File: src/fetch_settings.svh
`ifndef FETCH_SETTINGS_SVH
`define FETCH_SETTINGS_SVH

// Address and PC width of the core
`define FETCH_XLEN 32

// Number of direct-mapped branch target buffer entries
`define FETCH_BTB_ENTRIES 16

// Depth of the return address stack and a power of two so the pointer wraps
`define FETCH_RAS_DEPTH 4

// Instruction memory depth in 32-bit words
`define FETCH_IMEM_WORDS 256

// Address of the first instruction fetched after reset
`define FETCH_RESET_PC 32'h00000000

// Fetch mode where 0 fetches on the current PC and 1 fetches on the next PC
`define FETCH_BPRED 0

`endif

File: src/fetch_pkg.sv
`include "fetch_settings.svh"

package fetch_pkg;

  // Result of one BTB lookup for the address being fetched
  typedef struct packed {
    logic                   hit;
    logic                   taken;
    logic                   is_return;
    logic [`FETCH_XLEN-1:0] target;
  } btb_pred_t;

  // Top of the return address stack
  typedef struct packed {
    logic                   valid;
    logic [`FETCH_XLEN-1:0] target;
  } ras_pred_t;

  // Redirect from branch resolution in execute
  typedef struct packed {
    logic                   valid;
    logic [`FETCH_XLEN-1:0] target;
  } redirect_t;

  // Training write for one BTB entry
  typedef struct packed {
    logic                   valid;
    logic [`FETCH_XLEN-1:0] pc;
    logic [`FETCH_XLEN-1:0] target;
    logic                   taken;
    logic                   is_return;
  } btb_update_t;

  // Everything decode receives for one fetched instruction
  typedef struct packed {
    logic                   valid;
    logic [`FETCH_XLEN-1:0] pc;
    logic [`FETCH_XLEN-1:0] pc_plus4;
    logic [31:0]            instr;
    btb_pred_t              btb;
    ras_pred_t              ras;
  } fetch_bundle_t;

  // Where the next PC comes from, listed in priority order
  typedef enum logic [2:0] {
    src_redirect,
    src_hold,
    src_return,
    src_taken,
    src_sequential
  } next_pc_src_e;

  // The canonical RV32I NOP encoding
  localparam logic [31:0] instr_nop = 32'h00000013;

endpackage

File: src/fetch_stage_bram.sv
`timescale 1ns/100ps
`include "fetch_settings.svh"

module fetch_stage_bram #(
  parameter int BPRED = `FETCH_BPRED
) (
  input  logic                     clk,
  input  logic                     rst_n,
  input  logic [`FETCH_XLEN-1:0]   pc,
  input  logic [`FETCH_XLEN-1:0]   pc_next,
  input  logic                     pc_stall,
  input  logic                     if_id_stall,
  input  logic                     if_id_flush,
  input  fetch_pkg::btb_pred_t     btb_pred,
  input  fetch_pkg::ras_pred_t     ras_pred,
  output logic                     imem_ren,
  output logic [`FETCH_XLEN-1:0]   imem_raddr,
  input  logic [31:0]              imem_rdata,
  output fetch_pkg::fetch_bundle_t bundle
);
  import fetch_pkg::*;

  localparam logic [`FETCH_XLEN-1:0] word_bytes = `FETCH_XLEN'(4);

  // Stage 1 lines up with the BRAM output and stage 2 with the instruction register
  logic [`FETCH_XLEN-1:0] pc_s1;
  logic [`FETCH_XLEN-1:0] pc_s2;
  logic [`FETCH_XLEN-1:0] pc_plus4_s2;
  btb_pred_t              btb_s2_in;
  btb_pred_t              btb_s2;
  ras_pred_t              ras_s2_in;
  ras_pred_t              ras_s2;
  logic [31:0]            instr_s2;
  logic                   flush_extend;
  logic                   started;
  logic                   valid_s2;

  // The read stays enabled through reset so the first word is ready early
  assign imem_ren = !rst_n || !pc_stall;

  if (BPRED != 0) begin : g_early_fetch
    // Fetch runs one PC ahead so the lookup on pc already describes the word
    // that left the BRAM one cycle later
    assign imem_raddr = pc_next;
    assign btb_s2_in  = btb_pred;
    assign ras_s2_in  = ras_pred;

    // The redirect target is fetched in the redirect cycle itself
    assign flush_extend = 1'b0;
  end else begin : g_pc_fetch
    btb_pred_t btb_s1;
    ras_pred_t ras_s1;

    assign imem_raddr = pc;

    // Predictions belong to the current PC and follow it through stage 1
    always_ff @(posedge clk) begin
      if (!rst_n) begin
        btb_s1 <= '0;
        ras_s1 <= '0;
      end else if (!if_id_stall) begin
        btb_s1 <= btb_pred;
        ras_s1 <= ras_pred;
      end
    end

    assign btb_s2_in = btb_s1;
    assign ras_s2_in = ras_s1;

    // The old-path word fetched during the redirect cycle sits in stage 1
    // and must be killed when it moves on, even after a stall
    always_ff @(posedge clk) begin
      if (!rst_n) begin
        flush_extend <= 1'b0;
      end else if (if_id_flush) begin
        flush_extend <= 1'b1;
      end else if (!if_id_stall) begin
        flush_extend <= 1'b0;
      end
    end
  end

  // PC pipeline keeps moving through flushes and only the slot validity drops
  always_ff @(posedge clk) begin
    if (!if_id_stall) begin
      pc_s1       <= imem_raddr;
      pc_s2       <= pc_s1;
      pc_plus4_s2 <= pc_s1 + word_bytes;
    end
  end

  always_ff @(posedge clk) begin
    if (!rst_n) begin
      btb_s2 <= '0;
      ras_s2 <= '0;
    end else if (!if_id_stall) begin
      btb_s2 <= btb_s2_in;
      ras_s2 <= ras_s2_in;
    end
  end

  // Flushed or reset slots carry a NOP into decode
  always_ff @(posedge clk) begin
    if (!rst_n || if_id_flush || flush_extend) begin
      instr_s2 <= instr_nop;
    end else if (!if_id_stall) begin
      instr_s2 <= imem_rdata;
    end
  end

  // The first slot after reset holds no fetched word yet
  // so started delays validity by one cycle
  always_ff @(posedge clk) begin
    if (!rst_n) begin
      started  <= 1'b0;
      valid_s2 <= 1'b0;
    end else begin
      if (!if_id_stall) begin
        started <= 1'b1;
      end
      if (if_id_flush || flush_extend) begin
        valid_s2 <= 1'b0;
      end else if (!if_id_stall) begin
        valid_s2 <= started;
      end
    end
  end

  always_comb begin
    bundle.valid    = valid_s2;
    bundle.pc       = pc_s2;
    bundle.pc_plus4 = pc_plus4_s2;
    bundle.instr    = instr_s2;
    bundle.btb      = btb_s2;
    bundle.ras      = ras_s2;
  end

  // Nothing from the squashed path reaches decode right after a redirect
  a_flush_invalidates: assert property (@(posedge clk) disable iff (!rst_n)
    if_id_flush |=> !bundle.valid)
    else $error("fetch bundle valid on the cycle after a flush");

endmodule

File: config.mk
export PLATFORM = sky130hd
export DESIGN_NAME = fetch_stage_bram
export DESIGN_NICKNAME = d
export VERILOG_FILES = /design/src/fetch_pkg.sv /design/src/fetch_stage_bram.sv
export VERILOG_INCLUDE_DIRS = /design/src /design/src/src
export SDC_FILE = /design/constraint.sdc
export NUM_CORES = 1
export LEC_CHECK = 0
export ABC_AREA = 1
export BUFFER_PORTS_ARGS = -buffer_cell sky130_fd_sc_hd__buf_2
export CORE_MARGIN = 2
export CORE_UTILIZATION = 40
export CTS_CLUSTER_DIAMETER = 100
export DETAILED_ROUTE_END_ITERATION = 10
export PLACE_DENSITY = 0.67
export SLEW_MARGIN = 30
export SYNTH_ARGS = -nofsm -noshare
export SYNTH_HDL_FRONTEND = slang
export SYNTH_SLANG_ARGS = --single-unit
File: constraint.sdc
create_clock -name clk -period 7.7 [get_ports clk]
set_input_delay 1.925 -clock clk [delete_from_list [all_inputs] [get_ports clk]]
set_output_delay 1.925 -clock clk [all_outputs]
set_load 0.005 [all_outputs]
# ---- Yosys cells after proc, flatten, opt, wreduce, memory -nomap -nowiden
# Index checks and enable logic that the tools add are counted.
dict set report word_totals {
  output_inout_bits 198
  ff_bits 267
  in_bits 169
  word_cells 31
}
dict set report op_classes {
  bitwise_logic 1
  reduce_logical 7
  addsub 1
  mux 2
  eq_ne 1
}
# operator n
set ops {}
lappend ops {{adder 32 x 3 -> 32 bit, second input constant} 1}
lappend ops {{logical OR 1 bit} 4}
lappend ops {{logical NOT 1 bit} 2}
lappend ops {{2-to-1 mux 1 bit} 2}
lappend ops {{inequality test 2 x 1 -> 1 bit, second input constant} 1}
lappend ops {{OR reduction 2 bit} 1}
lappend ops {{NOT 1 bit} 1}

# ---- Logic depth before layout (Yosys ltp)
dict set report depth {
  ltp_word 3
  ltp_mapped 8
  ltp_nobuf 8
}

# ---- Worst setup path before layout
# Ideal clock, no wire load.
dict set report synth_timing {
  path_type {input to output}
  startpoint {in rst_n}
  endpoint {out imem_ren}
  path_stages 3
  arrival_time_ps 2380
  slack_ps 3395
  t_required_ps 5775
  n_path_buf 2
  cell_sequence {buf_2 buf_1 nand2_1}
}
dict set report synth_via {
  elab_chain_cells 2
}
# element line
set synth_lines {}
lappend synth_lines {{from (decl)} fetch_stage_bram.sv:8} ;# input logic rst_n,
lappend synth_lines {{logical NOT 1 bit} -}
lappend synth_lines {{logical OR 1 bit} fetch_stage_bram.sv:39} ;# assign imem_ren = !rst_n || !pc_stall;
lappend synth_lines {{to (decl)} fetch_stage_bram.sv:16} ;# output logic imem_ren,
# Every way passes these cells.

# ---- Worst setup path after layout
# Same ends and word-level chain as after synthesis.

==> results.yml <==
worst_setup_path:
  arrival_ns: 2.55
  cp-start-kind: "input pin"
  cpPeakStageDelay_ns: 0.39
  worstReg2RegStart: "flush_extend"
  path_cells: "buf_4, nand2_1, buf_2"
  r2r_setup_slack_ns: 5.91
  crit_path_top_delay_cell: "buf_4"
  crit_path_max_fanout: 58
  crit_required_ns: 5.78
  crit_start: "rst_n"
  path_class: "input pin to output port"
  cp-end-kind: "output port"
floorplan:
  die_w_um: 161.1
  io_pins: 367
  rows: 57
  die_area_um2: 25970
  initial_core_util: 0.4073
  core-area_um2: 24250
  die_h_um: 161.1
clock_network:
  cts_setup_buffers: 0
  clockBufferDepth: 3
  post_cts_resized: 0
  cts_tree: "built"
  clock_latency_ns: 0.54
  hold_buffers: 0
  h-tree-depth: 1
  clkTransAtPathRegs_ns: 0.06
  root_buffer: "clkbuf_16"
  cts.sinks: 265
  cts_made_buffers: 28
place:
  finalWeightedCongestion: 0.8590
  portBuffers: 334
  dp_hpwl_mm: 15.56
yosys:
  syn_inst: 1043
  syn_nets: 1213
  synth_top_area_cell: "dfxtp_1"
  netlist_area_um2: 9877
  ys_warn_count: 0
  synthDominantCellAreaShare: 0.3466
  avgSynthCellArea_um2: 9.470
  synthDistinctLibCells: 27
  netlist_top_cells_area: "dfxtp_1, edfxtp_1, nor2_1, o21ai_0, nand2_1"
  ys_ff_latch: 265
  seq_area_frac_synth: 0.6324
grt:
  grt_remaining_overflow: 0
  antenna_found_initial: 4
  grt_pass1_wl_mm: 35.36
  use_met2: 0.2887
  grt_use_met3: 0.05547
  met1_usage: 0.2003
  busiest_layer: "met2"
  grt_max_degree: 96
  grt_pass1_vias: 6788
  grtUsageTotal: 0.1681
routing:
  drtPass1Iterations: 6
  drc_errors: 0
  vias_per_cell: 4.514
  routed-via-count: 7529
  wirelength_mm: 22.81
  drt-initial-drc-count: 535
  drtAntennaViolNets: 0
  routedWlPerCell_um: 13.68
cells_and_area:
  layout-drive-gt1-share: 0.2965
  fillers: 2295
  nets: 1491
  seq_area_um2: 6246
  multi_input_area_um2: 2972
  area_growth_pct: 24.42
sta:
  fmax_mhz: 223.7
  relSlewSlack: 0.4601
  hold_viol: 0
  fin_setup_tns_ns: 0
  whs_ns: 0.4215
  finalCriticalPeriod_ns: 4.471
  fin_crit_sh: 0.5806
  worst_pin_slew_ns: 0.8049
  clock_skew_ns: 0.01942
  rsz0062_at_grt: "no"
  drv_slew: 0
  setup_viol: 0
power_and_ir_drop:
  pwr-share-seq: 0.515
  combPwrFrac: 0.082
  powerDensity_nw_per_um2: 252.4
  swShare: 0.2325
  p_int_mw: 2.380
  p_leak_nw: 5.590
  clkPwrFrac: 0.403
  peakVddDrop_v: 0.0001969
  switching_power_uw: 721.2
hold_path:
  hold_start: "pc_s1[0]"
  hp-class: "flop to flop"
job:
  drv_cap: 0
run_status:
  status: "complete, no violations"
==> cell type report <==
type | count | share of cell area
clock inverter | 14 | 0.008450
tap | 324 | 0.03299
inverter | 20 | 0.006720
sequential | 265 | 0.5082
clock buffer | 34 | 0.06129
antenna | 5 | 0.001018
multi-input combinational | 668 | 0.2418
timing repair buffer | 338 | 0.1395
==> logic make-up after synthesis <==
group	share of synthesized area
compound gates	0.08513
buf+inv	0.06676
simple gates	0.2004
fa+ha+maj	0.001267
flops	0.6324
xor+xnor	0.01406
==> synthesized netlist by cell type (all sizes together) <==
cell type / n
dfxtp: 171
nand3b: 7
edfxtp: 94
nand3: 10
clkbuf: 26
o21ai: 137
nand2: 151
xnor2: 5
nor2: 314
ha: 1
nor3: 1
inv: 20
xor2: 10
a21oi: 31
buf: 64
and2: 1
==> metal layers <==
layer  vias to the layer above  wire length, µm
met5                         -                0
met4                         0              597
met3                        43             2096
met2                       275            10840
met1                      3309             9280
li1                       3902                -
==> through the flow <==
| step | std cells | cell area, µm² | power (mW) | worst slack (ns) | utilization |
|---|---|---|---|---|---|
| 2_1_floorplan | 1043 | 9877 | 1.770 | 3.395 | - |
| 3_3_place_gp | 1615 | 11410 | 1.880 | 3.206 | 0.4706 |
| 3_5_place_dp | 1615 | 11410 | 1.886 | 3.205 | 0.4706 |
| 4_1_cts | 1663 | 12270 | 3.144 | 3.202 | 0.5060 |
| 5_1_grt | 1666 | 12280 | 3.241 | 3.177 | 0.5066 |
| 6_report | 1668 | 12290 | 3.102 | 3.229 | 0.5068 |
==> critical path: cells and delay by family <==
family        cells  cell delay, ns
buf+inv           2            0.53
simple gates      1            0.09
==> layout by cell type (no fill, tap or decap), types with 2 or more instances in the layout <==
cell	count
buf_2	332
nor2_1	305
dfxtp_1	171
nand2_1	144
o21ai_0	137
edfxtp_1	94
a21oi_1	31
clkbuf_16	28
inv_1	18
nand3_1	10
xor2_1	9
nand3b_1	7
clkinv_1	6
diode_2	5
nand2_2	5
xnor2_1	5
clkinv_2	5
buf_4	4
nor2_8	3
nor2_4	3
nor2_2	3
clkbuf_8	3
clkbuf_1	3
buf_6	2
==> sequential cells by signal, indices dropped and copies added, names as in the netlist <==
register and flops:
btb_s2_in 35, instr_s2 32, valid_s2 1, pc_plus4_s2 30
started 1, pc_s2 32, flush_extend 1, pc_s1 32
g_pc_fetch.ras_s1 33, bundle 68
==> power groups by stage <==
stage                     Combinational (mW)  Sequential, mW  Clock (mW)
final                                  0.255            1.60        1.25
after global routing                   0.292            1.61        1.34
after CTS                              0.260            1.60        1.29
after detailed placement               0.259            1.63           0
after global placement                 0.255            1.62           0
after floorplan                        0.148            1.62           0
==> final timing paths <==
kind | endpoint | depth (start not counted)
max reg2reg | instr_s2[10] | 3
min | pc_s2[0] | 0
min reg2reg | pc_s2[0] | 0
max | imem_ren | 3
Note: power is estimated with default switching activity, not from simulation.
