## src/fetch_settings.svh

```systemverilog
`ifndef FETCH_SETTINGS_SVH
`define FETCH_SETTINGS_SVH

// Address and PC width of the core
`define FETCH_XLEN 32

// Number of direct-mapped branch target buffer entries
`define FETCH_BTB_ENTRIES 16

// Depth of the return address stack and a power of two so the pointer wraps
`define FETCH_RAS_DEPTH 4

// Instruction memory depth in 32-bit words
`define FETCH_IMEM_WORDS 256

// Address of the first instruction fetched after reset
`define FETCH_RESET_PC 32'h00000000

// Fetch mode where 0 fetches on the current PC and 1 fetches on the next PC
`define FETCH_BPRED 0

`endif

```

## src/fetch_pkg.sv

```systemverilog
`include "fetch_settings.svh"

package fetch_pkg;

  // Result of one BTB lookup for the address being fetched
  typedef struct packed {
    logic                   hit;
    logic                   taken;
    logic                   is_return;
    logic [`FETCH_XLEN-1:0] target;
  } btb_pred_t;

  // Top of the return address stack
  typedef struct packed {
    logic                   valid;
    logic [`FETCH_XLEN-1:0] target;
  } ras_pred_t;

  // Redirect from branch resolution in execute
  typedef struct packed {
    logic                   valid;
    logic [`FETCH_XLEN-1:0] target;
  } redirect_t;

  // Training write for one BTB entry
  typedef struct packed {
    logic                   valid;
    logic [`FETCH_XLEN-1:0] pc;
    logic [`FETCH_XLEN-1:0] target;
    logic                   taken;
    logic                   is_return;
  } btb_update_t;

  // Everything decode receives for one fetched instruction
  typedef struct packed {
    logic                   valid;
    logic [`FETCH_XLEN-1:0] pc;
    logic [`FETCH_XLEN-1:0] pc_plus4;
    logic [31:0]            instr;
    btb_pred_t              btb;
    ras_pred_t              ras;
  } fetch_bundle_t;

  // Where the next PC comes from, listed in priority order
  typedef enum logic [2:0] {
    src_redirect,
    src_hold,
    src_return,
    src_taken,
    src_sequential
  } next_pc_src_e;

  // The canonical RV32I NOP encoding
  localparam logic [31:0] instr_nop = 32'h00000013;

endpackage

```

## src/branch_target_buffer.sv

```systemverilog
`timescale 1ns/100ps
`include "fetch_settings.svh"

module branch_target_buffer (
  input  logic                   clk,
  input  logic                   rst_n,
  input  logic [`FETCH_XLEN-1:0] lookup_pc,
  output fetch_pkg::btb_pred_t   pred,
  input  fetch_pkg::btb_update_t update
);

  localparam int idx_w = $clog2(`FETCH_BTB_ENTRIES);
  localparam int tag_w = `FETCH_XLEN - idx_w - 2;

  // Per-entry state with the valid bits kept apart so they can be cleared
  logic [`FETCH_BTB_ENTRIES-1:0] valid_q;
  logic [tag_w-1:0]              tag_mem    [`FETCH_BTB_ENTRIES];
  logic [`FETCH_XLEN-1:0]        target_mem [`FETCH_BTB_ENTRIES];
  logic [`FETCH_BTB_ENTRIES-1:0] taken_mem;
  logic [`FETCH_BTB_ENTRIES-1:0] return_mem;

  logic [idx_w-1:0] rd_idx;
  logic [tag_w-1:0] rd_tag;
  logic [idx_w-1:0] wr_idx;
  logic [tag_w-1:0] wr_tag;
  logic             hit;

  // Word bits index the table and the upper bits form the tag
  assign rd_idx = lookup_pc[idx_w+1:2];
  assign rd_tag = lookup_pc[`FETCH_XLEN-1:idx_w+2];
  assign wr_idx = update.pc[idx_w+1:2];
  assign wr_tag = update.pc[`FETCH_XLEN-1:idx_w+2];

  always_ff @(posedge clk) begin
    if (!rst_n) begin
      valid_q <= '0;
    end else if (update.valid) begin
      valid_q[wr_idx] <= 1'b1;
    end
  end

  // A training write replaces the whole entry at its index
  always_ff @(posedge clk) begin
    if (update.valid) begin
      tag_mem[wr_idx]    <= wr_tag;
      target_mem[wr_idx] <= update.target;
      taken_mem[wr_idx]  <= update.taken;
      return_mem[wr_idx] <= update.is_return;
    end
  end

  assign hit = valid_q[rd_idx] && (tag_mem[rd_idx] == rd_tag);

  // Flags are qualified by the hit so a miss never predicts anything
  always_comb begin
    pred.hit       = hit;
    pred.taken     = hit && taken_mem[rd_idx];
    pred.is_return = hit && return_mem[rd_idx];
    pred.target    = target_mem[rd_idx];
  end

endmodule

```

## config.mk

```make
export PLATFORM = sky130hd
export DESIGN_NAME = branch_target_buffer
export DESIGN_NICKNAME = d
export VERILOG_FILES = /design/src/fetch_pkg.sv /design/src/branch_target_buffer.sv
export VERILOG_INCLUDE_DIRS = /design/src /design/src/src
export SDC_FILE = /design/constraint.sdc
export NUM_CORES = 1
export LEC_CHECK = 0
export BUFFER_PORTS_ARGS = -buffer_cell sky130_fd_sc_hd__buf_2
export CAP_MARGIN = 20
export CORE_ASPECT_RATIO = 1.2
export CORE_MARGIN = 5
export CORE_UTILIZATION = 40
export DETAILED_ROUTE_END_ITERATION = 10
export SYNTH_ARGS = -nofsm -noshare
export SYNTH_HDL_FRONTEND = slang
export SYNTH_SLANG_ARGS = --single-unit
export TNS_END_PERCENT = 1
```

## constraint.sdc

```tcl
create_clock -name clk -period 13.6 [get_ports clk]
set_input_delay 2.04 -clock clk [delete_from_list [all_inputs] [get_ports clk]]
set_output_delay 2.04 -clock clk [all_outputs]
set_load 0.02 [all_outputs]
```

# After elaboration in Yosys (flattened, before gate mapping)
# Memory sizes are Yosys's and may differ from the RTL's.
# Index checks and enable logic that the tools add are counted.
totals:
  input_bits: 101
  output_inout_bits: 35
  mem_count: 2
  mem_bits_rw: 928
  register_bits: 48
op_classes:
  n_eq_ne: 1
  n_reduce_logical: 4
  n_lt_le_gt_ge: 3
  mux: 12
  n_bitwise: 1
memory_table:
  columns: ["name", "words", "width", "read_ports", "rd_ports_with_merged_regs", "wr", "line", "source"]
  rows:
  - ["target_mem", 16, 32, 1, 0, 1, "branch_target_buffer.sv:18", "logic [`FETCH_XLEN-1:0] target_mem [`FETCH_BTB_ENTRIES];"]
  - ["tag_mem", 16, 26, 1, 0, 1, "branch_target_buffer.sv:17", "logic [tag_w-1:0] tag_mem [`FETCH_BTB_ENTRIES];"]
ops:
  columns: ["op", "n"]
  rows:
  - ["16-bit bitwise mux", 2]
  - ["26-bit == test", 1]
  - ["16-bit OR", 1]
  - ["1-bit binary-select mux with 4-bit select", 3]
  - ["4-bit by 5-bit less-than comparator with 1-bit output, second input constant", 2]
  - ["1-bit two-way mux", 6]
  - ["1-bit demux with 4-bit select", 1]
  - ["4-bit by 1-bit >= comparator with 1-bit output, second input constant", 1]
  - ["1-bit logical AND", 4]

# Logic depth before layout (Yosys ltp)
# Gate-level depths: netlist of the first run.
logic_depth:
  depth_word: 5
  depth_mapped: 12

# Worst setup path before layout of the first run
# Ideal clock, no wire load.
synth_path:
  path_kind: "input to register"
  from: "in update[36] in the netlist's numbering"
  to: "reg return_mem[0], enable pin"
  path_slack_ns: 6.358
  required_time_ns: 13.045
  arrival_time_ns: 6.687
  cell_stages: 2
  cell_sequence: "or3b_2 > nor3_1"
synth_rtl:
  columns: ["item", "line", "source"]
  rows:
  - ["start: declaration", "branch_target_buffer.sv:9", "input fetch_pkg::btb_update_t update"]
  - ["end signal: indexed assignment", "branch_target_buffer.sv:48", "return_mem[wr_idx] <= update.is_return;"]
  - ["end: declaration", "branch_target_buffer.sv:20", "logic [`FETCH_BTB_ENTRIES-1:0] return_mem;"]

==> results.md, run 1 <==
- Status: completed
- Crit path launch type: input port
- Fin. Hold Viols: 0
- Fin crit period: 8818 ps
- P per Cell Area: 146.0 nW/um^2
- CTS H-tree lvls: 3
- Detailed-placement wirelength estimate: 45840 um
- DR iter-0 viols: 1710
- Cell Area, Synth: 37630 um^2
- CTS tree: built
- Gate Count Post-Synth: 1639
- CP Data Required Time: 11560 ps
- Max Root-Sink Buffers: 3
- Largest net degree at the start of global routing: 100
- #FFs+latches synth: 976
- CP Data Arrival Time: 6780 ps
- Ys async rst share: 0
- WL/cell: 27.62 um
- Routed length on met3: 5885 um
- Gr ovfl total: 0
- Max Slew Vio Count: 0
- Post_cts resized: 0
- RSZ-0062 raised after global routing: no
- Synth area leader: edfxtp_1
- Setup Buffers After CTS: 0
- Highest routed layer: met5
- Pleak: 0.01368 uW
- Clock Pin Slew Worst Setup and Hold Paths: 60 ps
- Clk sinks: 976
- Sequential element share of the synthesized area: 0.7746
- Setup TNS: 0 ps
- CP bufs+invs: 4
- Die area: 100300 um^2
- Slowest-stage cell, CP: buf_4
- Worst Tran Pin Value: 1057 ps
- FF-to-FF path depth: 1
- CTS root buffer: clkbuf_16
- Buffers added on ports: 131
- Vias in the first global route: 18192
- Synth Net Count: 1740
- Mean Syn Cell Area: 22.96 um^2
- Initial Util: 0.4022
- First-pass iteration count of the detailed router: 5
- Slowest stage delay, CP: 880 ps
- Ys Warns: 0
- DR DRC count: 0
- Worst hold slack: 465.1 ps
- Period Utilization, post-route: 0.6484
- Synth top area share: 0.7661
- Hold path depth: 1
- Fin Clk Skew: 0 ps
- Crit-path max FO: 99
- Initial antenna violation count: 21
- Die height: 346.0 um
- Commonest non-fill, non-tap cell in the layout: edfxtp_1
- Final Wtd Congestion: 0.7610
- VDD IR-drop max: 108.8 uV
- Ratio of cells with drive above 1 in the final layout: 0.2975
- Layout area overhead: 13.91%
- Main flop type after synthesis: edfxtp_1
- Max cap viols: 0
- Kind of critical path: in2out
- Nets@finish: 1929
- Die width: 290.0 um
- Critical Path, Cell by Cell: buf_8, buf_4, buf_4, mux4_2, mux2i_1, xor2_1, o211ai_1, o41ai_2, nand4_1, nor4b_1, buf_2
- Number of synthesized flops with an enable pin: 960
- Via Count: 17460
- CTS Buf Count: 99
- Row Count: 123
- Endpoints failing setup: 0
- Hold crit path type: reg2reg
- Critical path depth: 11
- IO Count: 136
- First-pass GRT wire length: 127000 um
- Most frequent cells in the layout: edfxtp_1 (960), mux4_2 (235), buf_2 (128), clkbuf_16 (99), mux2i_1 (91)
- Met1 wire length: 36630 um
- Core area: 93570 um^2
- Final ANT Viol Nets: 0
- Rel. slew slack: 0.2956
- Top delay family on crit path: buffers and inverters
- Met2 Wirelength: 43590 um
- Clk_lat worst skew: 640 ps
- Setup crit end kind: output port
- Tot GR Track Use: 0.1711
- Yosys cell types: 57
- Drt total wl: 87450 um
- Fmax: 0.1134 GHz
- Leading post-synthesis cells by cell area: edfxtp_1 (77%), mux4_2 (14%), mux2i_1 (2.4%)
- Hold_buf cts: 0
- Top cell by count, worst path: buf_4
- Vias per std cell: 5.515
==> path summary, 6_finish.rpt <==
kind	end	slack, ps	startpoint
max	pred[32]	4780	lookup_pc[3]
min	valid_q[9]	470	valid_q[9]
max reg2reg	valid_q[14]	13000	valid_q[14]
min reg2reg	valid_q[9]	470	valid_q[9]
==> where the power goes <==
group          total, uW  internal (uW)  switching (uW)
logic                353            142             210
registers           3380           3370            12.9
clock network       2530           1420            1110
==> registers in the layout, summed over array words and instances (netlist names) <==
register and count:
return_mem 16, taken_mem 16, tag_mem 416, valid_q 16, target_mem 512
==> through the flow <==
| step | worst slack, ps | cells | area (um^2) | utilization | power, uW |
|---|---|---|---|---|---|
| after CTS | 4761 | 3157 | 42790 | 0.4573 | 6324 |
| after global placement | 4760 | 2974 | 39750 | 0.4248 | 3789 |
| after global routing | 4491 | 3159 | 42850 | 0.4579 | 6477 |
| final | 4782 | 3166 | 42870 | 0.4581 | 6259 |
| after detailed placement | 4776 | 2975 | 39780 | 0.4251 | 3800 |
| after floorplan | 6358 | 1639 | 37630 | - | 3660 |
==> logic make-up (layout without fill, tap and decap cells) <==
| kind of cell | count (synthesis) | count (layout) | synth area share |
|---|---|---|---|
| AOI/OAI and AO/OA | 101 | 101 | 0.02055 |
| and+or+nand+nor | 101 | 101 | 0.01403 |
| muxes | 338 | 338 | 0.1684 |
| DFF | 976 | 976 | 0.7746 |
| buffers and inverters | 85 | 355 | 0.01357 |
| xor gates and xnor gates | 38 | 38 | 0.008844 |
| other | 0 | 7 | 0 |
==> routing by layer <==
layer	track usage	vias up
met5	0	-
met4	0.03668	10
met3	0.03372	117
met2	0.2854	589
met1	0.2377	9371
li1	-	7373
==> cell type report <==
class / instances / area [um^2]
diodes: 7 / 17.52
fillers: 7863 / 50700
multi-input cells: 578 / 8083
repair buffers: 168 / 1020
inverters: 5 / 20.02
flip-flops and latches: 976 / 29150
clock buffers: 126 / 2579
clock inverters: 56 / 435.4
well taps: 1250 / 1564
==> cells in the mapped netlist, types with 8 or more instances <==
master,instances
a21oi_1,8
a22o_1,11
a22oi_1,21
buf_2,29
buf_4,11
buf_6,15
clkbuf_1,17
dfxtp_1,16
edfxtp_1,960
mux2_2,12
mux2i_1,91
mux4_2,235
nand2_1,17
nand3_1,13
nor2_1,21
nor2b_1,10
nor3_1,8
o21a_1,17
xnor2_1,16
xor2_1,22
No activity file was read; power rests on OpenSTA's default activity.
==> inputs of run 2 (changes only) <==
==> constraint.sdc (replaced) <==
create_clock -name clk -period 7.2 [get_ports clk]
set_input_delay 1.08 -clock clk [delete_from_list [all_inputs] [get_ports clk]]
set_output_delay 1.08 -clock clk [all_outputs]
set_load 0.02 [all_outputs]
==> run 2 against run 1 <==
Non-clock buffer count increased by 3. Final area increased by 0.56%. Wire length decreased by 0.64%. Hold slack got worse by 1.7 ps. Clock-buffer cell count increased by 3. Global-route usage decreased by 0.12 points. Register-to-register slack got worse by 6400 ps. Sequential cell count unchanged. Combinational power increased by 88%. Cell count increased by 0.13%. Clock power increased by 100%.
==> results.md, run 2 (synthesis results as in run 1) <==
- VDD IR-drop max: 212.7 uV
- Worst Tran Pin Value: 1085 ps
- Biggest regs: target_mem (512), tag_mem (416)
- Fin crit period: 5814 ps
- Tot GR Track Use: 0.1699
- CTS Buf Count: 99
- Post_cts resized: 0
- First-pass GRT wire length: 127100 um
- Hold_buf cts: 0
- Rel. slew slack: 0.2764
- RSZ-0062 raised after global routing: no
- Largest net degree at the start of global routing: 91
- Finished Cell Area: 43110 um^2
- Setup slack, reg-to-reg: 6600 ps
- Max Root-Sink Buffers: 3
- Placed Instance Area: 39810 um^2
- Nets@finish: 1932
- Period Utilization, post-route: 0.8075
- DR DRC count: 0
- Setup crit end kind: output port
- WL/cell: 27.41 um
- Crit path launch type: input port
- CTS H-tree lvls: 3
- Fin Clk Skew: 0 ps
- Die area: 100300 um^2
- Gr ovfl total: 0
- Setup TNS: 0 ps
- Core area: 93570 um^2
- Setup Buffers After CTS: 0
- Max reg flops: 512
- Commonest non-fill, non-tap cell in the layout: edfxtp_1
- Kind of critical path: in2out
- Die width: 290.0 um
- CTS root buffer: clkbuf_16
- CP Data Required Time: 6120 ps
- Vias in the first global route: 18541
- Drt total wl: 86890 um
- Detailed-placement wirelength estimate: 46370 um
- Clk sinks: 976
- Initial Util: 0.4022
- CP Data Arrival Time: 4730 ps
- Max cap viols: 0
- Clock Pin Slew Worst Setup and Hold Paths: 60 ps
- First-pass iteration count of the detailed router: 5
- Worst Slack Setup Final: 1386 ps
- Via Count: 17491
- DR iter-0 viols: 1485
- IO Count: 136
- Final ANT Viol Nets: 0
- Buffers added on ports: 131
- Row Count: 123
- Max Slew Vio Count: 0
- DP Worst Slack: 1344 ps
- P per Cell Area: 282.5 nW/um^2
- Endpoints failing setup: 0
- Vias per std cell: 5.518
- Ratio of cells with drive above 1 in the final layout: 0.3060
- Clk_lat worst skew: 630 ps
- Top reg by flops: target_mem
- Fmax: 0.1720 GHz
- Crit-path max FO: 67
- Worst hold slack: 463.4 ps
- Status: completed
- Final Wtd Congestion: 0.7347
- Hold crit path type: reg2reg
- Pleak: 0.01382 uW
- CTS tree: built
- Die height: 346.0 um
- Initial antenna violation count: 18
- Fin. Hold Viols: 0
- Layout area overhead: 14.55%
- Most frequent cells in the layout: edfxtp_1 (960), mux4_2 (235), buf_2 (128), clkbuf_16 (102), mux2i_1 (91)
-- run 2: critical path: stages --
cell and delay, ps:
buf_6 530, buf_4 600, mux4_2 390, mux2i_1 290, o2111ai_1 140, a211oi_1 440
nand4_1 260, nor4b_1 600, buf_2 290
-- run 2: cell type report --
class | instances | area, um^2
clock buffer | 129 | 2704
tap | 1250 | 1564
sequential | 976 | 29150
inverter | 5 | 20.02
clock inverter | 53 | 574.3
timing repair buffer | 171 | 994.7
multi-input combinational | 578 | 8083
fill | 7878 | 50460
antenna | 8 | 20.02
-- run 2: metal layers --
| layer | wire [um] | vias to the layer above | GRT usage |
|---|---|---|---|
| met5 | 27 | - | 0 |
| met3 | 5213 | 111 | 0.03166 |
| met4 | 1503 | 4 | 0.03843 |
| li1 | - | 7371 | - |
| met1 | 36450 | 9448 | 0.2344 |
| met2 | 43690 | 557 | 0.2855 |
-- run 2: stage by stage --
step / util / cells / power, uW
2_1_floorplan: - / 1639 / 6914
3_3_place_gp: 0.4255 / 2980 / 7158
3_5_place_dp: 0.4255 / 2980 / 7179
4_1_cts: 0.4605 / 3162 / 12320
5_1_grt: 0.4605 / 3162 / 12610
6_report: 0.4607 / 3170 / 12180
-- run 2: final timing paths --
check	startpoint	end	cells after the start
min	valid_q[15]	valid_q[15]	1
max	lookup_pc[4]	pred[32]	9
min reg2reg	valid_q[15]	valid_q[15]	1
max reg2reg	valid_q[0]	valid_q[0]	1
-- run 2: power by group --
| part | switching, uW | total (uW) | internal, uW |
|---|---|---|---|
| Sequential | 24.4 | 6380 | 6360 |
| Clock | 2090 | 5130 | 3040 |
| Combinational | 397 | 663 | 267 |
| Total | 2510 | 12200 | 9660 |
