## src/fetch_settings.svh

```systemverilog
`ifndef FETCH_SETTINGS_SVH
`define FETCH_SETTINGS_SVH

// Address and PC width of the core
`define FETCH_XLEN 32

// Number of direct-mapped branch target buffer entries
`define FETCH_BTB_ENTRIES 16

// Depth of the return address stack and a power of two so the pointer wraps
`define FETCH_RAS_DEPTH 4

// Instruction memory depth in 32-bit words
`define FETCH_IMEM_WORDS 256

// Address of the first instruction fetched after reset
`define FETCH_RESET_PC 32'h00000000

// Fetch mode where 0 fetches on the current PC and 1 fetches on the next PC
`define FETCH_BPRED 0

`endif

```

## src/fetch_pkg.sv

```systemverilog
`include "fetch_settings.svh"

package fetch_pkg;

  // Result of one BTB lookup for the address being fetched
  typedef struct packed {
    logic                   hit;
    logic                   taken;
    logic                   is_return;
    logic [`FETCH_XLEN-1:0] target;
  } btb_pred_t;

  // Top of the return address stack
  typedef struct packed {
    logic                   valid;
    logic [`FETCH_XLEN-1:0] target;
  } ras_pred_t;

  // Redirect from branch resolution in execute
  typedef struct packed {
    logic                   valid;
    logic [`FETCH_XLEN-1:0] target;
  } redirect_t;

  // Training write for one BTB entry
  typedef struct packed {
    logic                   valid;
    logic [`FETCH_XLEN-1:0] pc;
    logic [`FETCH_XLEN-1:0] target;
    logic                   taken;
    logic                   is_return;
  } btb_update_t;

  // Everything decode receives for one fetched instruction
  typedef struct packed {
    logic                   valid;
    logic [`FETCH_XLEN-1:0] pc;
    logic [`FETCH_XLEN-1:0] pc_plus4;
    logic [31:0]            instr;
    btb_pred_t              btb;
    ras_pred_t              ras;
  } fetch_bundle_t;

  // Where the next PC comes from, listed in priority order
  typedef enum logic [2:0] {
    src_redirect,
    src_hold,
    src_return,
    src_taken,
    src_sequential
  } next_pc_src_e;

  // The canonical RV32I NOP encoding
  localparam logic [31:0] instr_nop = 32'h00000013;

endpackage

```

## src/pc_gen.sv

```systemverilog
`timescale 1ns/100ps
`include "fetch_settings.svh"

module pc_gen (
  input  logic                   clk,
  input  logic                   rst_n,
  input  logic                   stall,
  input  fetch_pkg::redirect_t   redirect,
  input  fetch_pkg::btb_pred_t   btb_pred,
  input  fetch_pkg::ras_pred_t   ras_pred,
  output logic [`FETCH_XLEN-1:0] pc,
  output logic [`FETCH_XLEN-1:0] pc_next,
  output logic                   ras_pop
);
  import fetch_pkg::*;

  localparam logic [`FETCH_XLEN-1:0] word_bytes = `FETCH_XLEN'(4);

  next_pc_src_e src;
  logic         predict_taken;
  logic         predict_return;

  // A taken BTB hit redirects fetch to the stored target
  assign predict_taken  = btb_pred.hit && btb_pred.taken;
  // A return only follows the stack when the stack has an entry
  assign predict_return = predict_taken && btb_pred.is_return && ras_pred.valid;

  // Priority choice of the next PC source
  always_comb begin
    if (redirect.valid) begin
      src = src_redirect;
    end else if (stall) begin
      src = src_hold;
    end else if (predict_return) begin
      src = src_return;
    end else if (predict_taken) begin
      src = src_taken;
    end else begin
      src = src_sequential;
    end
  end

  always_comb begin
    case (src)
      src_redirect: pc_next = redirect.target;
      src_hold:     pc_next = pc;
      src_return:   pc_next = ras_pred.target;
      src_taken:    pc_next = btb_pred.target;
      default:      pc_next = pc + word_bytes;
    endcase
  end

  // The stack is consumed only when the return path is really taken
  assign ras_pop = (src == src_return);

  always_ff @(posedge clk) begin
    if (!rst_n) begin
      pc <= `FETCH_RESET_PC;
    end else begin
      pc <= pc_next;
    end
  end

  // Exactly one source drives the next PC in every cycle
  a_one_source: assert property (@(posedge clk) disable iff (!rst_n)
    $onehot({src == src_redirect, src == src_hold, src == src_return,
             src == src_taken, src == src_sequential}))
    else $error("pc_gen selected no single next PC source");

endmodule

```

## config.mk

```make
export PLATFORM = sky130hd
export DESIGN_NAME = pc_gen
export DESIGN_NICKNAME = d
export VERILOG_FILES = /design/src/fetch_pkg.sv /design/src/pc_gen.sv
export VERILOG_INCLUDE_DIRS = /design/src /design/src/src
export SDC_FILE = /design/constraint.sdc
export NUM_CORES = 1
export LEC_CHECK = 0
export BUFFER_PORTS_ARGS = -buffer_cell sky130_fd_sc_hd__buf_2
export CORE_MARGIN = 4
export CORE_UTILIZATION = 41
export CTS_BUF_LIST = sky130_fd_sc_hd__clkbuf_4 sky130_fd_sc_hd__clkbuf_8
export DETAILED_ROUTE_END_ITERATION = 10
export PLACE_DENSITY = 0.81
export SLEW_MARGIN = 20
export SYNTH_ARGS = -nofsm -noshare
export SYNTH_HDL_FRONTEND = slang
export SYNTH_SLANG_ARGS = --single-unit
```

## constraint.sdc

```tcl
create_clock -name clk -period 2.35 [get_ports clk]
set_input_delay 0.47 -clock clk [delete_from_list [all_inputs] [get_ports clk]]
set_output_delay 0.47 -clock clk [all_outputs]
set_load 0.03 [all_outputs]
```

Yosys cells after proc, flatten, opt, wreduce, memory -nomap -nowiden
Cells that the tools add are included.
- bits in registers: 32
- output and inout bits: 65
- equality and inequality tests: 3
- $add $sub $neg: 1
- reduce and logical (&&, ||, !) cells: 4
- mux-type cells: 5
- operator list (operator ; count):
    $pmux W32 S4 ; 1
    $add A32 B3 Y32 const B ; 1
    $mux W3 ; 4
    $eq A3 B2 Y1 const B ; 2
    $eq A3 B1 Y1 const B ; 1
    $logic_and A1 B1 Y1 ; 3
    $logic_not A3 Y1 ; 1

Logic depth before layout (Yosys ltp)
Gate-level depths: netlist of the first run.
- word-level depth: 8
- depth in mapped cells: 7
- gate-level depth less buffers: 5

Worst setup path before layout of the first run
No wires, ideal clock.
- kind: register to output
- from: reg pc[15]
- to: out pc_next[30]
- stages on the path, launching flop included: 7
- data required time: 1.880 ns
- path buffers: 2
- arrival: 2.604 ns
- path slack: -0.724 ns
- cell sequence: dfxtp_1 clkbuf_2 nand4_1 buf_2 nor4_1 a311oi_1 nor3_1
- word-level cells in the longest chain between the ends: 2
- ends and longest elaborated chain (what ; RTL line ; text):
    from (decl) ; pc_gen.sv:11 ; output logic [`FETCH_XLEN-1:0] pc,
    from (signal assigned) ; pc_gen.sv:58 ; pc <= `FETCH_RESET_PC;
    from (signal assigned) ; pc_gen.sv:60 ; pc <= pc_next;
    $add A32 B3 Y32 ; pc_gen.sv:49 ; default: pc_next = pc + word_bytes;
    $pmux W32 S4 ; pc_gen.sv:44 ; case (src)
    to (decl) ; pc_gen.sv:12 ; output logic [`FETCH_XLEN-1:0] pc_next,
Every way passes these cells.

Worst setup path after layout of the first run
- from: reg pc[15]
- to: out pc_next[29]
The elaborated chain is that of the path after synthesis.

==> impl_metrics.env, run 1 <==
export IMPL_leakagePower_uw=0.002552
export IMPL_internal_power_uw=1344
export IMPL_finalWorstSetupSlack_ps=-283.8
export IMPL_grt_max_degree=24
export IMPL_worst_path_largest_cell_delay_ps=590
export IMPL_grtUsageMet2_pct=58.68
export IMPL_htree_num_levels=2
export IMPL_clock_tree_from_tritoncts="built"
export IMPL_syn_mean_instance_area_um2=7.491
export IMPL_layout_area_overhead_vs_synth_pct=94.45
export IMPL_post_layout_nonfiller_instances=720
export IMPL_worstPathArrival_ps=2160
export IMPL_worstPathRequired_ps=1880
export IMPL_path_clk_slew_ps=70
export IMPL_run_status="finished with violations"
export IMPL_max_vdd_ir_drop_uv=286.5
export IMPL_top_level_ports=169
export IMPL_clkSinkCount=32
export IMPL_worst_reg_to_reg_path_cell_count=4
export IMPL_share_seq_of_total_power_pct=28.0
export IMPL_least_margin_pin_slew_ps=545.1
export IMPL_synth_top_cell_area_share_pct=22.57
export IMPL_achievable_frequency_mhz=379.7
export IMPL_final_core_utilization_pct=81.70
export IMPL_period_needed_ps=2634
export IMPL_grtUsageTotal_pct=33.37
export IMPL_regMostFlops="pc"
export IMPL_synth_seq_cells=32
export IMPL_unrepaired_setup_endpoints_after_global_routing="yes"
export IMPL_core_rowCount=30
export IMPL_final_layout_size_suffix_gt1_share_pct=63.91
export IMPL_sw_frac_of_total_pct=39.78
export IMPL_rr_startpoint="pc[15]$_SDFF_PN0_"
export IMPL_synth_warning_count=0
export IMPL_timing_critical_path_from_type="flop"
export IMPL_mappedNetlistNets=484
export IMPL_diodes=0
export IMPL_ctsHoldBuffers=0
export IMPL_maxSlewHeadroom_pct=63.50
export IMPL_worst_hold_startpoint="btb_pred[10]"
export IMPL_min_path_cells=3
export IMPL_total_core_area_mm2=0.006756
export IMPL_number_of_setup_violations_in_the_final_report=19
export IMPL_syn_cell_area_mm2=0.002839
export IMPL_fin_max_slew_vios=0
export IMPL_reg_largest_list="pc (32)"
export IMPL_placed_cells_incl_taps=692
export IMPL_finalNetCount=744
export IMPL_floorplan_die_height_um=91.21
export IMPL_route_detailed_vias_per_inst=6.464
export IMPL_comb_power_share_pct=49.1
export IMPL_postRouteAntennaNets=0
export IMPL_timing_critical_path_to_type="output port"
export IMPL_setup_worst_path_class="flop to output port"
export IMPL_final_setup_tns_ps=-2257
export IMPL_routed_wire_length_per_instance_um=21.16
export IMPL_post_route_period_util_pct=112.1
export IMPL_max_cap_violations=0
export IMPL_dr_pass1_iterations=5
export IMPL_critPathMaxFanout=6
export IMPL_hpwlAfterDp_um=10360
export IMPL_ys_dominant_reg_cell="sky130_fd_sc_hd__dfxtp_1"
export IMPL_cts_bufs_inserted=5
export IMPL_multi_input_comb_area_mm2=0.002604
export IMPL_grt_use_met1_pct=38.20
export IMPL_timing_hold_worst_class="primary input to flop"
export IMPL_cpMaxStageDelayCell="sky130_fd_sc_hd__or4_4"
export IMPL_port_buffers=168
export IMPL_route_vias_total=4654
export IMPL_number_of_antenna_violations_at_the_first_check_in_global_routing=0
export IMPL_violations="setup timing"
export IMPL_die_area_mm2=0.008319
export IMPL_route_detailed_drc=0
export IMPL_clk_path_buf_depth=2
export IMPL_seqCellArea_um2=689.4
export IMPL_global_route_peak_usage_layer="met2"
export IMPL_synth_cell_type_count=62
export IMPL_drt_initial_drc_count=445
export IMPL_worstSkewPairLatency_ps=300
export IMPL_synth_async_reset_ratio_pct=0
export IMPL_finalWirelength_um=15230
export IMPL_crit_path_cell_trace="nand4_1, or4_4, or4b_4, nand3_4, buf_6"
export IMPL_gr_total_overflow=0
export IMPL_yosys_area_top_type="sky130_fd_sc_hd__dfxtp_1"
export IMPL_p_total_uw=2232
export IMPL_synth_seq_area_share_pct=22.57
export IMPL_syn_inst=379
export IMPL_grt_pass1_vias=4594
export IMPL_gp_congestion=0.9459
export IMPL_r2r_end="pc[29]$_SDFF_PN0_"
export IMPL_power_frac_clock_pct=22.9
export IMPL_largest_reg_flops=32
export IMPL_skew_ps=4.381
export IMPL_die_x_um=91.21
export IMPL_global_route_wire_length_before_repair_um=22540
export IMPL_reg2reg_slack_ps=400
export IMPL_number_of_hold_violations_in_the_final_report=0
export IMPL_ctsRootBufferMaster="sky130_fd_sc_hd__clkbuf_8"
export IMPL_synth_area_top_cells="sky130_fd_sc_hd__dfxtp_1 23%, sky130_fd_sc_hd__nand3_1 5.1%, sky130_fd_sc_hd__a221oi_1 4.6%"
export IMPL_initial_utilization_pct=42.02
export IMPL_gr_usage_met3_pct=7.539
export IMPL_power_per_cell_area_mw_per_mm2=404.4
export IMPL_fillCellCount=393
export IMPL_power_net_switching_uw=888.1
export IMPL_holdPathEnd="pc[10]$_SDFF_PN0_"
export IMPL_synth_edff_count=0
## metal layers
| layer | wire length [um] | share of wire, % |
|---|---|---|
| met1 | 5493 | 36 |
| met2 | 7405 | 49 |
| met3 | 1726 | 11 |
| met4 | 607 | 4.0 |
| met5 | 0 | 0 |
## what timing repair did
action                                  4_1_cts  5_1_grt
cloned                                        0        1
pin swaps                                    10       16
setup buffers                                10       11
endpoints found under the setup margin       27       24
resized for setup                            80       34
## power by group through the flow
| stage | clock network, uW | registers (uW) | logic (uW) |
|---|---|---|---|
| after global routing | 530 | 629 | 1150 |
| after detailed placement | 0 | 635 | 952 |
| after CTS | 511 | 622 | 1030 |
| final | 511 | 625 | 1100 |
| after global placement | 0 | 632 | 938 |
| after floorplan | 0 | 732 | 450 |
## Yosys cell counts (3+ instances only)
cell and count:
sky130_fd_sc_hd__a31o_2 3, sky130_fd_sc_hd__xnor2_1 5, sky130_fd_sc_hd__o31ai_1 8, sky130_fd_sc_hd__xor2_1 3, sky130_fd_sc_hd__o211ai_1 4, sky130_fd_sc_hd__nor3_1 20
sky130_fd_sc_hd__nor2b_1 7, sky130_fd_sc_hd__nand2_1 27, sky130_fd_sc_hd__and3_1 9, sky130_fd_sc_hd__a21oi_1 13, sky130_fd_sc_hd__nand3_1 29, sky130_fd_sc_hd__and2_1 9
sky130_fd_sc_hd__a22oi_1 4, sky130_fd_sc_hd__clkbuf_1 27, sky130_fd_sc_hd__nor4_1 11, sky130_fd_sc_hd__a221oi_1 15, sky130_fd_sc_hd__a211oi_1 10, sky130_fd_sc_hd__a222oi_1 4
sky130_fd_sc_hd__a41oi_1 3, sky130_fd_sc_hd__nor2_1 15, sky130_fd_sc_hd__a31oi_1 7, sky130_fd_sc_hd__buf_1 6, sky130_fd_sc_hd__a311oi_1 6, sky130_fd_sc_hd__a32o_1 11
sky130_fd_sc_hd__a22o_1 4, sky130_fd_sc_hd__or4_1 4, sky130_fd_sc_hd__nand2b_1 10, sky130_fd_sc_hd__buf_2 3, sky130_fd_sc_hd__and4_1 6, sky130_fd_sc_hd__inv_1 6
sky130_fd_sc_hd__dfxtp_1 32, sky130_fd_sc_hd__nand4_1 17
## layout make-up
| type | count | area share (%) |
|---|---|---|
| Clock buffer | 8 | 1.881 |
| Inverter | 6 | 0.4080 |
| Tap cell | 80 | 1.813 |
| Sequential cell | 32 | 12.49 |
| Multi-Input combinational cell | 303 | 47.17 |
| Timing Repair Buffer | 291 | 36.24 |
## critical path: cells and delay by family, from the launching register on
| kind | cells | cell delay [ps] |
|---|---|---|
| buffers and inverters | 1 | 130 |
| flip-flops | 1 | 360 |
| AND/OR/NAND/NOR | 4 | 1370 |
## logic make-up after synthesis
logic type | share of synthesized area (%)
AOI/OAI and AO/OA | 31.78
muxes | 1.498
adders and majority gates | 0.4407
and+or+nand+nor | 34.95
buffers and inverters | 6.302
xor gates and xnor gates | 2.468
DFF | 22.56
## how the worst max path moves through the flow
| stage | startpoint | endpoint | cells past startpoint | slack (ps) |
|---|---|---|---|---|
| final | pc[15]$_SDFF_PN0_ | pc_next[29] | 5 | -280 |
| after global routing | pc[15]$_SDFF_PN0_ | pc_next[25] | 5 | -320 |
| after CTS | pc[10]$_SDFF_PN0_ | pc_next[29] | 5 | -240 |
| after detailed placement | stall | pc_next[8] | 6 | -220 |
| after global placement | stall | pc_next[8] | 6 | -140 |
| after floorplan | pc[7]$_SDFF_PN0_ | pc_next[29] | 6 | -80 |
## metrics by stage
step | setup slack (ps) | cell area (um^2) | hold WS, ps
2_1_floorplan | -82.52 | 3221 | 652.7
3_3_place_gp | -139.4 | 4745 | 606.2
3_5_place_dp | -220.1 | 4745 | 605.5
4_1_cts | -241.1 | 5253 | 491.5
5_1_grt | -323.8 | 5520 | 514.6
6_report | -283.8 | 5520 | 491.0
## cell usage in the layout (no fill, tap or decap), types with 5 or more instances in the layout
cell type / count
sky130_fd_sc_hd__a211oi_1: 8
sky130_fd_sc_hd__a21oi_1: 7
sky130_fd_sc_hd__a21oi_2: 6
sky130_fd_sc_hd__a221oi_1: 6
sky130_fd_sc_hd__a221oi_2: 7
sky130_fd_sc_hd__a31oi_1: 5
sky130_fd_sc_hd__a32o_1: 10
sky130_fd_sc_hd__and2_1: 7
sky130_fd_sc_hd__and3_1: 9
sky130_fd_sc_hd__buf_12: 5
sky130_fd_sc_hd__buf_2: 142
sky130_fd_sc_hd__buf_4: 116
sky130_fd_sc_hd__buf_6: 25
sky130_fd_sc_hd__clkbuf_8: 7
sky130_fd_sc_hd__dfxtp_1: 9
sky130_fd_sc_hd__dfxtp_2: 15
sky130_fd_sc_hd__dfxtp_4: 8
sky130_fd_sc_hd__inv_1: 6
sky130_fd_sc_hd__nand2_1: 27
sky130_fd_sc_hd__nand2b_1: 10
sky130_fd_sc_hd__nand3_1: 24
sky130_fd_sc_hd__nand4_1: 17
sky130_fd_sc_hd__nor2_1: 9
sky130_fd_sc_hd__nor2b_1: 6
sky130_fd_sc_hd__nor3_1: 10
sky130_fd_sc_hd__nor3_2: 6
sky130_fd_sc_hd__nor4_1: 6
sky130_fd_sc_hd__o31ai_1: 6
No activity file was read; power rests on OpenSTA's default activity.
==> run 2: changes to the inputs <==
--- a/config.mk
+++ b/config.mk
@@ -6,12 +6,13 @@
 export SDC_FILE = /design/constraint.sdc
 export NUM_CORES = 1
 export LEC_CHECK = 0
+export ABC_AREA = 1
 export BUFFER_PORTS_ARGS = -buffer_cell sky130_fd_sc_hd__buf_2
 export CORE_MARGIN = 4
-export CORE_UTILIZATION = 41
+export CORE_UTILIZATION = 42
 export CTS_BUF_LIST = sky130_fd_sc_hd__clkbuf_4 sky130_fd_sc_hd__clkbuf_8
 export DETAILED_ROUTE_END_ITERATION = 10
-export PLACE_DENSITY = 0.81
+export PLACE_DENSITY = 0.82
 export SLEW_MARGIN = 20
 export SYNTH_ARGS = -nofsm -noshare
 export SYNTH_HDL_FRONTEND = slang
==> impl_metrics.env, run 2 <==
export IMPL_crit_path_cell_trace="ha_4, nand2_4, nor2_4, nand2_4, nor2_4, xor2_1, a21oi_1, inv_1, clkbuf_4"
export IMPL_run_status="completed"
export IMPL_routed_wire_length_per_instance_um=14.01
export IMPL_max_vdd_ir_drop_uv=248.3
export IMPL_timing_critical_path_from_type="flop"
export IMPL_holdPathEnd="pc[16]$_SDFF_PN0_"
export IMPL_internal_power_uw=1148
export IMPL_synth_seq_cells=32
export IMPL_synth_edff_count=0
export IMPL_post_synthesis_share_of_cell_area_spent_on_and_or_nand_and_nor_gates_pct=53.90
export IMPL_post_route_period_util_pct=99.58
export IMPL_finalWirelength_um=11520
export IMPL_power_per_cell_area_mw_per_mm2=445.9
export IMPL_route_vias_total=4072
export IMPL_route_detailed_drc=0
export IMPL_synthMostInstantiatedCell="sky130_fd_sc_hd__nand2_1"
export IMPL_leakagePower_uw=0.002207
export IMPL_timing_critical_path_to_type="output port"
export IMPL_grt_pass1_vias=3882
export IMPL_mostFrequentLayoutCell="sky130_fd_sc_hd__nand2_1"
export IMPL_reg2reg_slack_ps=800
export IMPL_critPathMaxFanout=6
export IMPL_syn_mean_instance_area_um2=5.404
export IMPL_die_area_mm2=0.008429
export IMPL_hpwlAfterDp_um=9019
export IMPL_period_needed_ps=2340
export IMPL_power_net_switching_uw=720.0
export IMPL_power_frac_clock_pct=30.0
export IMPL_worstPathArrival_ps=1870
export IMPL_clk_path_buf_depth=2
export IMPL_path_clk_slew_ps=80
export IMPL_port_buffers=168
export IMPL_min_path_cells=3
export IMPL_postRouteAntennaNets=0
export IMPL_hold_worst_slack_ps=500.0
export IMPL_yosys_area_share_xor_xnor_pct=2.375
export IMPL_top_level_ports=169
export IMPL_least_margin_pin_slew_ps=417.7
export IMPL_synth_top_cells_by_count="232 x sky130_fd_sc_hd__nand2_1, 73 x sky130_fd_sc_hd__nor2_1, 53 x sky130_fd_sc_hd__inv_1"
export IMPL_reg_largest_list="pc (32)"
export IMPL_placed_cells_incl_taps=808
export IMPL_total_core_area_mm2=0.006794
export IMPL_gp_congestion=0.9547
export IMPL_largest_family_of_logic_cells_by_synthesized_area="simple AND/OR/NAND/NOR gates"
export IMPL_synth_area_top_cells="sky130_fd_sc_hd__nand2_1 30%, sky130_fd_sc_hd__dfxtp_1 22%, sky130_fd_sc_hd__nor2_1 9.3%"
export IMPL_ys_dominant_reg_cell="sky130_fd_sc_hd__dfxtp_1"
export IMPL_fin_max_slew_vios=0
export IMPL_regMostFlops="pc"
export IMPL_worst_reg_to_reg_path_cell_count=9
export IMPL_largest_reg_flops=32
export IMPL_comb_power_share_pct=35.5
export IMPL_layout_area_overhead_vs_synth_pct=41.98
export IMPL_synth_warning_count=0
export IMPL_initial_utilization_pct=43.43
export IMPL_maxSlewHeadroom_pct=72.13
export IMPL_ctsHoldBuffers=0
export IMPL_syn_inst=546
export IMPL_route_detailed_vias_per_inst=4.954
export IMPL_finalNetCount=829
export IMPL_dr_pass1_iterations=5
export IMPL_share_seq_of_total_power_pct=34.5
export IMPL_core_rowCount=30
export IMPL_mappedNetlistNets=651
export IMPL_post_synth_fa_ha_maj_area_fraction_pct=0.4241
export IMPL_worstPathRequired_ps=1880
export IMPL_global_route_wire_length_before_repair_um=18200
export IMPL_synth_compound_area_share_pct=10.77
export IMPL_floorplan_die_height_um=91.81
export IMPL_synthMuxAreaShare_pct=0
export IMPL_rr_startpoint="pc[3]$_SDFF_PN0_"
export IMPL_final_layout_size_suffix_gt1_share_pct=35.03
export IMPL_setup_worst_path_class="flop to output port"
export IMPL_cpMaxStageDelayCell="sky130_fd_sc_hd__dfxtp_4"
export IMPL_post_layout_nonfiller_instances=822
export IMPL_htree_num_levels=2
export IMPL_sw_frac_of_total_pct=38.55
export IMPL_cts_bufs_inserted=5
export IMPL_syn_cell_area_mm2=0.002950
export IMPL_timing_hold_worst_class="primary input to flop"
export IMPL_achievable_frequency_mhz=427.3
export IMPL_max_cap_violations=0
export IMPL_synth_top_cell_area_share_pct=29.52
export IMPL_r2r_end="pc[16]$_SDFF_PN0_"
export IMPL_number_of_antenna_violations_at_the_first_check_in_global_routing=1
export IMPL_number_of_hold_violations_in_the_final_report=0
export IMPL_worst_path_largest_cell_delay_ps=400
export IMPL_drt_initial_drc_count=197
export IMPL_number_of_setup_violations_in_the_final_report=0
export IMPL_unrepaired_setup_endpoints_after_global_routing="yes"
export IMPL_clock_tree_from_tritoncts="built"
export IMPL_synth_seq_area_share_pct=21.71
export IMPL_clkSinkCount=32
export IMPL_yosys_area_top_type="sky130_fd_sc_hd__nand2_1"
export IMPL_grtUsageTotal_pct=25.98
export IMPL_die_x_um=91.81
export IMPL_skew_ps=9.756
export IMPL_worstSkewPairLatency_ps=300
export IMPL_synth_async_reset_ratio_pct=0
export IMPL_gr_total_overflow=0
export IMPL_synth_cell_type_count=30
export IMPL_ctsRootBufferMaster="sky130_fd_sc_hd__clkbuf_8"
export IMPL_worst_hold_startpoint="btb_pred[16]"
export IMPL_final_core_utilization_pct=61.66
export IMPL_final_cell_mix="229 x sky130_fd_sc_hd__nand2_1, 162 x sky130_fd_sc_hd__buf_2, 65 x sky130_fd_sc_hd__nor2_1"
export IMPL_grt_max_degree=18
==> run 2: changes by cell type after synthesis, sizes merged, moves of 18 or more <==
cell    delta
nand2    +211
nor2      +70
inv       +50
o21ai     +27
clkbuf    -22
nor3      -18
==> run 2: repair_timing <==
action | in CTS | in global routing
gates cloned | 0 | 0
buffers inserted | 0 | 5
setup endpoints to repair | 17 | 20
gates resized for setup | 12 | 45
pin swaps | 1 | 10
==> run 2: final cells by class <==
type | instances | area, um^2
fill | 683 | 2605
multi-input combinational | 442 | 2046
timing repair buffer | 187 | 1026
sequential | 32 | 673.1
inverter | 56 | 210.2
tap | 96 | 120.1
clock buffer | 6 | 76.32
clock inverter | 2 | 35.03
antenna | 1 | 2.502
==> run 2: power by group through the flow <==
stage	Combinational, uW	Sequential, uW	Clock, uW
floorplan	326	707	0
global placement	628	646	0
detailed placement	635	648	0
CTS	639	638	562
global route	718	650	584
finish	662	644	561
==> run 2: worst max-delay path by stage <==
stage	from	end	slack, ps	depth (start not counted)
after global routing	pc[19]$_SDFF_PN0_	pc_next[22]	-50	10
final	pc[3]$_SDFF_PN0_	pc_next[14]	10	9
after detailed placement	stall	pc_next[13]	170	10
after global placement	pc[2]$_SDFF_PN0_	pc_next[14]	200	9
after floorplan	pc[3]$_SDFF_PN0_	pc_next[12]	150	11
after CTS	pc[10]$_SDFF_PN0_	pc_next[30]	20	9
==> run 2: kinds of logic after synthesis <==
group / Yosys count
AOI/OAI and AO/OA: 60
xor gates and xnor gates: 8
adders and majority gates: 1
buffers and inverters: 72
DFF: 32
and+or+nand+nor: 373
==> run 2: stage by stage <==
stage	setup TNS, ps	total power, uW	instance area, um^2	worst slack (ps)
floorplan	0	1033	2950	154.7
global placement	0	1274	3920	203.8
detailed placement	0	1282	3920	166.7
CTS	0	1839	4063	21.85
global route	-424.9	1952	4189	-46.41
finish	0	1868	4189	9.763
==> run 2: per-layer routing <==
layer	GRT usage [%]	wire, um	part of all wire (%)
met1	32.00	4852	42
met2	46.74	5508	48
met3	3.363	862	7.5
met4	8.045	296	2.6
met5	0	0	0
==> run 2: critical path, delay by kind of cell (launching register included) <==
family	cells	cell delay [ps]
buf+inv	2	240
flops	1	400
fa+ha+maj	1	170
simple gates	4	440
compound gates	1	110
xor+xnor	1	210
